**config.mk**
```make
export PLATFORM = sky130hd
export DESIGN_NAME = igr_ppe_top
export DESIGN_NICKNAME = d
export VERILOG_FILES = /design/src/igr_ppe_pkg.sv /design/src/igr_ppe_if.sv /design/src/igr_hdr_dispatch.sv /design/src/rx_ppe_pipe.sv /design/src/igr_md_merge.sv /design/src/igr_ppe_top.sv
export SDC_FILE = /design/constraint.sdc
export NUM_CORES = 1
export LEC_CHECK = 0
export BUFFER_PORTS_ARGS = -buffer_cell sky130_fd_sc_hd__buf_2
export CAP_MARGIN = 20
export CORE_ASPECT_RATIO = 0.75
export CORE_MARGIN = 2
export CORE_UTILIZATION = 55
export DETAILED_ROUTE_END_ITERATION = 16
export PLACE_DENSITY = 0.69
export SLEW_MARGIN = 10
export SYNTH_ARGS = -nofsm -noshare
export SYNTH_HDL_FRONTEND = slang
export SYNTH_HIERARCHICAL = 1
export SYNTH_SLANG_ARGS = --single-unit
```
**constraint.sdc**
```tcl
create_clock -name cclk -period 6 [get_ports cclk]
set_clock_uncertainty 0.2 [all_clocks]
set_input_delay 1.2 -clock cclk [delete_from_list [all_inputs] [get_ports cclk]]
set_output_delay 1.2 -clock cclk [all_outputs]
set_load 0.005 [all_outputs]
```
**src/igr_ppe_pkg.sv**
```systemverilog
/*
 * ingress to packet-processing subsystem, shared widths and types
 * header fields, result record fields, packet type and lane depths
 */

package igr_ppe_pkg;

  // --------------------------------------------------------------------------
  // sizes
  // --------------------------------------------------------------------------

  // ids in flight, also the reorder window size
  localparam int ID_CNT = 16;
  localparam int ID_W = $clog2(ID_CNT);

  // header destination address
  localparam int DST_W = 12;

  // egress port taken from low dst bits
  localparam int PORT_W = 6;

  // traffic class, same width as header priority
  localparam int TC_W = 3;

  // policer index is port concatenated over tc
  localparam int POLICER_W = PORT_W + TC_W;

  // --------------------------------------------------------------------------
  // lane depths
  // --------------------------------------------------------------------------

  // unicast lookup
  localparam int UC_PIPE_DEPTH = 8;
  // longer multicast lookup
  localparam int MC_PIPE_DEPTH = 12;

  // --------------------------------------------------------------------------
  // field types
  // --------------------------------------------------------------------------

  // sequence id of a header
  typedef logic [ID_W-1:0] pkt_id_t;

  typedef logic [DST_W-1:0] dst_addr_t;

  typedef logic [PORT_W-1:0] port_t;

  typedef logic [TC_W-1:0] tc_t;

  typedef logic [POLICER_W-1:0] policer_idx_t;

  // packet class of a result
  // encoding kept from the full metadata format, MC is zero
  typedef enum logic [3:0] {
    MC = 4'h0,
    UC = 4'h1
  } pkt_type_t;

endpackage : igr_ppe_pkg

```
**src/igr_ppe_if.sv**
```systemverilog
/*
 * lane result record between a processing pipe and the merge
 */

`timescale 1ns/10ps

interface lane_res_if;

  // strobe, one cycle per result
  logic                      valid;
  // sequence id given at dispatch
  igr_ppe_pkg::pkt_id_t      id;
  igr_ppe_pkg::port_t        port;
  igr_ppe_pkg::tc_t          tc;
  igr_ppe_pkg::policer_idx_t policer_idx;
  igr_ppe_pkg::pkt_type_t    pkt_type;

  // pipe side, builds the record
  modport src (
    output valid,
    output id,
    output port,
    output tc,
    output policer_idx,
    output pkt_type
  );

  // merge side, consumes the record
  modport dst (
    input valid,
    input id,
    input port,
    input tc,
    input policer_idx,
    input pkt_type
  );

endinterface : lane_res_if

```
**src/igr_hdr_dispatch.sv**
```systemverilog
/*
 * header dispatch, gives each accepted header a sequence id
 * and steers it to the unicast or multicast lane
 */

`timescale 1ns/10ps

module igr_hdr_dispatch (
  input  logic                    cclk,
  input  logic                    rst,

  // incoming header
  input  logic                    hdr_valid,
  input  igr_ppe_pkg::dst_addr_t  hdr_dst,
  input  igr_ppe_pkg::tc_t        hdr_pri,
  input  logic                    hdr_mc,
  output igr_ppe_pkg::pkt_id_t    hdr_id,

  // lane strobes, only one of them per header
  output logic                    uc_valid,
  output logic                    mc_valid,

  // fields shared by both lanes
  output igr_ppe_pkg::pkt_id_t    lane_id,
  output igr_ppe_pkg::dst_addr_t  lane_dst,
  output igr_ppe_pkg::tc_t        lane_pri
);

  // id of the next header to be accepted
  igr_ppe_pkg::pkt_id_t id_cnt;
  igr_ppe_pkg::pkt_id_t id_nxt;

  // --------------------------------------------------------------------------
  // id counter
  // --------------------------------------------------------------------------

  // wrap at the window size
  always_comb begin
    if (id_cnt == igr_ppe_pkg::pkt_id_t'(igr_ppe_pkg::ID_CNT - 1)) begin
      id_nxt = '0;
    end else begin
      id_nxt = id_cnt + 1'b1;
    end
  end

  // advances on the edge after each accepted header
  always_ff @(posedge cclk) begin
    if (rst) begin
      id_cnt <= '0;
    end else if (hdr_valid) begin
      id_cnt <= id_nxt;
    end
  end

  // id seen by the source in the accepting cycle
  assign hdr_id = id_cnt;

  // --------------------------------------------------------------------------
  // lane steering
  // --------------------------------------------------------------------------

  // multicast flag picks the lane
  assign uc_valid = hdr_valid & ~hdr_mc;
  assign mc_valid = hdr_valid & hdr_mc;

  // payload fields fan out to both pipes, the strobe qualifies them
  assign lane_id  = id_cnt;
  assign lane_dst = hdr_dst;
  assign lane_pri = hdr_pri;

endmodule : igr_hdr_dispatch

```
**src/rx_ppe_pipe.sv**
```systemverilog
/*
 * fixed-depth processing pipe, delays a header DEPTH cycles
 * and turns it into a lane result record
 */

`timescale 1ns/10ps

module rx_ppe_pipe #(
  parameter int DEPTH = 8,
  // lane class, selects the result packet type
  parameter bit IS_MC = 1'b0
) (
  input  logic                    cclk,
  input  logic                    rst,

  // header from dispatch
  input  logic                    in_valid,
  input  igr_ppe_pkg::pkt_id_t    in_id,
  input  igr_ppe_pkg::dst_addr_t  in_dst,
  input  igr_ppe_pkg::tc_t        in_pri,

  // result record toward merge
  lane_res_if.src                 res
);

  // --------------------------------------------------------------------------
  // header queue
  // --------------------------------------------------------------------------

  // stage 0 takes the input, stage DEPTH-1 feeds the result
  logic                   valid_q [DEPTH];
  igr_ppe_pkg::pkt_id_t   id_q    [DEPTH];
  igr_ppe_pkg::dst_addr_t dst_q   [DEPTH];
  igr_ppe_pkg::tc_t       pri_q   [DEPTH];

  // derived fields of the last stage
  igr_ppe_pkg::port_t     out_port;
  igr_ppe_pkg::tc_t       out_tc;

  // whole queue cleared on reset
  always_ff @(posedge cclk) begin
    if (rst) begin
      for (int i = 0; i < DEPTH; i++) begin
        valid_q[i] <= 1'b0;
        id_q[i]    <= '0;
        dst_q[i]   <= '0;
        pri_q[i]   <= '0;
      end
    end else begin
      valid_q[0] <= in_valid;
      id_q[0]    <= in_id;
      dst_q[0]   <= in_dst;
      pri_q[0]   <= in_pri;
      for (int i = 1; i < DEPTH; i++) begin
        valid_q[i] <= valid_q[i-1];
        id_q[i]    <= id_q[i-1];
        dst_q[i]   <= dst_q[i-1];
        pri_q[i]   <= pri_q[i-1];
      end
    end
  end

  // --------------------------------------------------------------------------
  // result record
  // --------------------------------------------------------------------------

  // egress port is the low part of the destination
  assign out_port = igr_ppe_pkg::port_t'(dst_q[DEPTH-1]);
  // tc follows priority unchanged
  assign out_tc   = pri_q[DEPTH-1];

  assign res.valid       = valid_q[DEPTH-1];
  assign res.id          = id_q[DEPTH-1];
  assign res.port        = out_port;
  assign res.tc          = out_tc;
  // one policer per port and class
  assign res.policer_idx = {out_port, out_tc};
  assign res.pkt_type    = IS_MC ? igr_ppe_pkg::MC : igr_ppe_pkg::UC;

endmodule : rx_ppe_pipe

```
**src/igr_md_merge.sv**
```systemverilog
/*
 * result merge, reorder window over both lanes
 * releases results in id order, one per cycle
 */

`timescale 1ns/10ps

module igr_md_merge (
  input  logic                       cclk,
  input  logic                       rst,

  // lane results, may arrive in the same cycle
  lane_res_if.dst                    uc_res,
  lane_res_if.dst                    mc_res,

  // in-order result stream
  output logic                       res_valid,
  output igr_ppe_pkg::pkt_id_t       res_id,
  output igr_ppe_pkg::port_t         res_port,
  output igr_ppe_pkg::tc_t           res_tc,
  output igr_ppe_pkg::policer_idx_t  res_policer_idx,
  output igr_ppe_pkg::pkt_type_t     res_pkt_type
);

  // next id to release
  igr_ppe_pkg::pkt_id_t exp_id;

  // window slots, indexed by id
  logic [igr_ppe_pkg::ID_CNT-1:0] slot_full;
  igr_ppe_pkg::port_t             slot_port [igr_ppe_pkg::ID_CNT];
  igr_ppe_pkg::tc_t               slot_tc   [igr_ppe_pkg::ID_CNT];
  igr_ppe_pkg::policer_idx_t      slot_pol  [igr_ppe_pkg::ID_CNT];
  igr_ppe_pkg::pkt_type_t         slot_type [igr_ppe_pkg::ID_CNT];

  // release source this cycle
  logic rel_slot;
  logic rel_uc;
  logic rel_mc;
  logic rel_any;

  // --------------------------------------------------------------------------
  // release select
  // --------------------------------------------------------------------------

  // a stored result has priority, else a lane result at the expected id
  // goes straight to the outputs
  always_comb begin
    rel_slot = slot_full[exp_id];
    rel_uc   = !rel_slot && uc_res.valid && (uc_res.id == exp_id);
    rel_mc   = !rel_slot && mc_res.valid && (mc_res.id == exp_id);
    rel_any  = rel_slot | rel_uc | rel_mc;
  end

  // --------------------------------------------------------------------------
  // window control
  // --------------------------------------------------------------------------

  always_ff @(posedge cclk) begin
    if (rst) begin
      exp_id    <= '0;
      slot_full <= '0;
      res_valid <= 1'b0;
    end else begin
      res_valid <= rel_any;
      // 4-bit id wraps with the window
      if (rel_any) begin
        exp_id <= exp_id + 1'b1;
      end
      if (rel_slot) begin
        slot_full[exp_id] <= 1'b0;
      end
      // park results that are not released now
      // ids in flight are unique, so these never hit the released slot
      if (uc_res.valid && !rel_uc) begin
        slot_full[uc_res.id] <= 1'b1;
      end
      if (mc_res.valid && !rel_mc) begin
        slot_full[mc_res.id] <= 1'b1;
      end
    end
  end

  // slot payload, written on arrival
  always_ff @(posedge cclk) begin
    if (uc_res.valid) begin
      slot_port[uc_res.id] <= uc_res.port;
      slot_tc[uc_res.id]   <= uc_res.tc;
      slot_pol[uc_res.id]  <= uc_res.policer_idx;
      slot_type[uc_res.id] <= uc_res.pkt_type;
    end
    if (mc_res.valid) begin
      slot_port[mc_res.id] <= mc_res.port;
      slot_tc[mc_res.id]   <= mc_res.tc;
      slot_pol[mc_res.id]  <= mc_res.policer_idx;
      slot_type[mc_res.id] <= mc_res.pkt_type;
    end
  end

  // --------------------------------------------------------------------------
  // output record
  // --------------------------------------------------------------------------

  always_ff @(posedge cclk) begin
    res_id <= exp_id;
    if (rel_slot) begin
      res_port        <= slot_port[exp_id];
      res_tc          <= slot_tc[exp_id];
      res_policer_idx <= slot_pol[exp_id];
      res_pkt_type    <= slot_type[exp_id];
    end else if (rel_uc) begin
      res_port        <= uc_res.port;
      res_tc          <= uc_res.tc;
      res_policer_idx <= uc_res.policer_idx;
      res_pkt_type    <= uc_res.pkt_type;
    end else if (rel_mc) begin
      res_port        <= mc_res.port;
      res_tc          <= mc_res.tc;
      res_policer_idx <= mc_res.policer_idx;
      res_pkt_type    <= mc_res.pkt_type;
    end
  end

endmodule : igr_md_merge

```
**src/igr_ppe_top.sv**
```systemverilog
/*
 * ingress to packet-processing top, dispatch into two lanes
 * of different depth and merge back in id order
 */

`timescale 1ns/10ps

module igr_ppe_top (
  input  logic                       cclk,
  input  logic                       rst,

  // header input, one strobe per header
  input  logic                       hdr_valid,
  input  igr_ppe_pkg::dst_addr_t     hdr_dst,
  input  igr_ppe_pkg::tc_t           hdr_pri,
  input  logic                       hdr_mc,
  output igr_ppe_pkg::pkt_id_t       hdr_id,

  // in-order results
  output logic                       res_valid,
  output igr_ppe_pkg::pkt_id_t       res_id,
  output igr_ppe_pkg::port_t         res_port,
  output igr_ppe_pkg::tc_t           res_tc,
  output igr_ppe_pkg::policer_idx_t  res_policer_idx,
  output igr_ppe_pkg::pkt_type_t     res_pkt_type
);

  // dispatch to pipes
  logic                   uc_valid;
  logic                   mc_valid;
  igr_ppe_pkg::pkt_id_t   lane_id;
  igr_ppe_pkg::dst_addr_t lane_dst;
  igr_ppe_pkg::tc_t       lane_pri;

  // pipe results to merge
  lane_res_if uc_lane ();
  lane_res_if mc_lane ();

  igr_hdr_dispatch dispatch_i (
    .cclk      (cclk),
    .rst       (rst),
    .hdr_valid (hdr_valid),
    .hdr_dst   (hdr_dst),
    .hdr_pri   (hdr_pri),
    .hdr_mc    (hdr_mc),
    .hdr_id    (hdr_id),
    .uc_valid  (uc_valid),
    .mc_valid  (mc_valid),
    .lane_id   (lane_id),
    .lane_dst  (lane_dst),
    .lane_pri  (lane_pri)
  );

  // unicast lane
  rx_ppe_pipe #(
    .DEPTH (igr_ppe_pkg::UC_PIPE_DEPTH),
    .IS_MC (1'b0)
  ) uc_pipe (
    .cclk     (cclk),
    .rst      (rst),
    .in_valid (uc_valid),
    .in_id    (lane_id),
    .in_dst   (lane_dst),
    .in_pri   (lane_pri),
    .res      (uc_lane.src)
  );

  // multicast lane, longer lookup
  rx_ppe_pipe #(
    .DEPTH (igr_ppe_pkg::MC_PIPE_DEPTH),
    .IS_MC (1'b1)
  ) mc_pipe (
    .cclk     (cclk),
    .rst      (rst),
    .in_valid (mc_valid),
    .in_id    (lane_id),
    .in_dst   (lane_dst),
    .in_pri   (lane_pri),
    .res      (mc_lane.src)
  );

  igr_md_merge merge_i (
    .cclk            (cclk),
    .rst             (rst),
    .uc_res          (uc_lane.dst),
    .mc_res          (mc_lane.dst),
    .res_valid       (res_valid),
    .res_id          (res_id),
    .res_port        (res_port),
    .res_tc          (res_tc),
    .res_policer_idx (res_policer_idx),
    .res_pkt_type    (res_pkt_type)
  );

endmodule : igr_ppe_top

```
==> impl_metrics.tcl <==
set metrics [dict create \
    status "complete, no violations" \
    critical_path_class "flop to flop" \
    worstPathArrival_ns 4.17 \
    core-area_mm2 0.05153 \
    grt.busiest_layer "met2" \
    p_per_area_mw_per_mm2 297.3 \
    syn_area_per_cell_um2 14.96 \
    multi_input_area_mm2 0.01020 \
    setup_slack_ns 2.111 \
    drc 0 \
    relSlewSlack_pct 25.63 \
    clock_latency_ns 0.61 \
    ir_drop_v 0.0002268 \
    antenna_cells 0 \
    die_w_um 267.6 \
    grt_pass1_vias 14810 \
    detail_route.vias_per_cell 5.793 \
    tightest_slew_ns 1.114 \
    vias 15190 \
    p_seq_share_pct 52.7 \
    ctsLongestPathBuffers 3 \
    drive_gt1_share_pct 37.10 \
    critical_path_required_ns 6.28 \
    startpoint_type "flop" \
    drt_iter0_drc 1580 \
    holdWs_ns 0.2301 \
    reg2reg_slack_ns 2.11 \
    io_pins 50 \
    layout_common_cells "edfxtp_1, mux2_2, dfxtp_1" \
    fin_nets 1889 \
    totalWireLength_um 62360 \
    netlist_area_mm2 0.02867 \
    cts_resized 0 \
    antenna_found_initial 0 \
    h-tree-depth 3 \
    critPathMaxFanout 36 \
    max_freq_ghz 0.2571 \
    numCtsBuffers 67 \
    synthCells 1916 \
    gp_congestion 0.8389 \
    p_clk_share_pct 46.1 \
    ff2ff_path_depth 6 \
    clk_pin_slew_ns 0.06 \
    antenna_left 0 \
    cts_sinks 687 \
    grt_pass1_wl_um 93610 \
    max-cap-violations 0 \
    num_rows 72 \
    setup_viol 0 \
    min_to "mc_pipe/id_q[0][10]$_SDFF_PP0_" \
    min_period_ns 3.889 \
    rsz0062_at_grt "no" \
    cts_tree "yes" \
    p_switching_w 0.001865 \
    swShare_pct 19.87 \
    nFillCells 3897 \
    power_frac_comb_pct 1.2 \
    timing.rr.end "merge_i/slot_full[5]$_SDFF_PP0_" \
    root_buffer "clkbuf_16" \
    post-dp-hpwl_um 32940 \
    port_buffers 43 \
    yosys_warnings 6 \
    grt_use_met1_pct 34.02 \
    hold_depth 1 \
    syn_to_final_growth_pct 10.09 \
    total_power_w 0.009386 \
    grt_max_degree 137 \
    post-cts-setup-buffers 0 \
    dp_slack_ns 2.128 \
    grt_util_met2_pct 35.66 \
    fin_crit_sh_pct 64.82 \
    worstSetupEndpointType "flop" \
    drv_slew 0 \
    final_core_util_pct 61.26 \
    die_h_um 201.7 \
    power.leakage_nw 11.21 \
    cts_hold_buf 0 \
    grt-ovfl-total 0 \
    final_common_cell "edfxtp_1" \
    timing.rr.start "merge_i/exp_id[0]$_SDFFE_PP0N_" \
    regArea_mm2 0.01751 \
    intPower_w 0.007521 \
    dieArea_mm2 0.05399 \
    grt_usage_pct 23.42 \
    wl_per_cell_um 23.78 \
    setup_tns_ns 0 \
    met3_usage_pct 5.923 \
    first_pass_iters 5 \
    hold_viol_final 0 \
    initial_utilization_pct 55.64 \
    hp-class "flop to flop" \
    min-delay-start "mc_pipe/id_q[0][6]$_SDFF_PP0_" \
]
worst max path at each step:
stage / start / to / cells after the start
after floorplan: uc_pipe/id_q[0][29]$_SDFF_PP0_ / merge_i/slot_pol[0][0]$_DFFE_PP_ / 5
after global placement: merge_i/exp_id[0]$_SDFFE_PP0N_ / merge_i/slot_full[5]$_SDFF_PP0_ / 6
after detailed placement: merge_i/exp_id[0]$_SDFFE_PP0N_ / merge_i/slot_full[5]$_SDFF_PP0_ / 6
after CTS: merge_i/exp_id[0]$_SDFFE_PP0N_ / merge_i/slot_full[5]$_SDFF_PP0_ / 6
after global routing: merge_i/exp_id[0]$_SDFFE_PP0N_ / merge_i/slot_full[13]$_SDFF_PP0_ / 6
final: merge_i/exp_id[0]$_SDFFE_PP0N_ / merge_i/slot_full[5]$_SDFF_PP0_ / 6
layer usage:
layer / vias up / wire length, um
li1: 6833 / -
met1: 7709 / 28050
met2: 557 / 28340
met3: 91 / 4891
met4: 0 / 1078
met5: - / 0
through the flow:
step	instances	area [um2]
global route	2622	31570
finish	2622	31570
CTS	2616	31460
global placement	2493	29170
floorplan	1921	28690
detailed placement	2493	29170
cell type report:
type / count / share of cell area, %
inverters: 3 / 0.03567
repair buffers: 92 / 2.168
well taps: 703 / 2.786
clock buffers: 94 / 6.231
clock inverters: 29 / 1.019
multi-input cells: 1014 / 32.30
flip-flops and latches: 687 / 55.46
power groups by stage:
stage | clock (W) | sequential, W | combinational [W]
after global placement | 0 | 0.00505 | 0.000104
after detailed placement | 0 | 0.00505 | 0.000107
after CTS | 0.00442 | 0.00495 | 0.000107
after floorplan | 0 | 0.00505 | 0.000105
after global routing | 0.00461 | 0.00495 | 0.000126
final | 0.00432 | 0.00495 | 0.000113
critical path, cell delays in order (launching register included):
cell and delay (ns):
dfxtp_1 0.87, mux4_1 0.69, mux4_2 0.68, buf_4 0.38, nor3_2 0.46, nor3_1 0.09, a221o_1 0.38
state kept, by name, indices dropped and copies added, names as in the netlist, 12 cells and up, named ones only:
signal and flops:
merge_i/slot_pol 144, uc_pipe/id_q 32, merge_i/slot_port 96, mc_pipe/dst_q 72, mc_pipe/id_q 48, mc_pipe/pri_q 36
uc_pipe/dst_q 48, uc_pipe/pri_q 24, mc_pipe/valid_q 12, merge_i/slot_tc 48, merge_i/slot_full 16, merge_i/slot_type 64
Note: power is estimated with default switching activity, not from simulation.
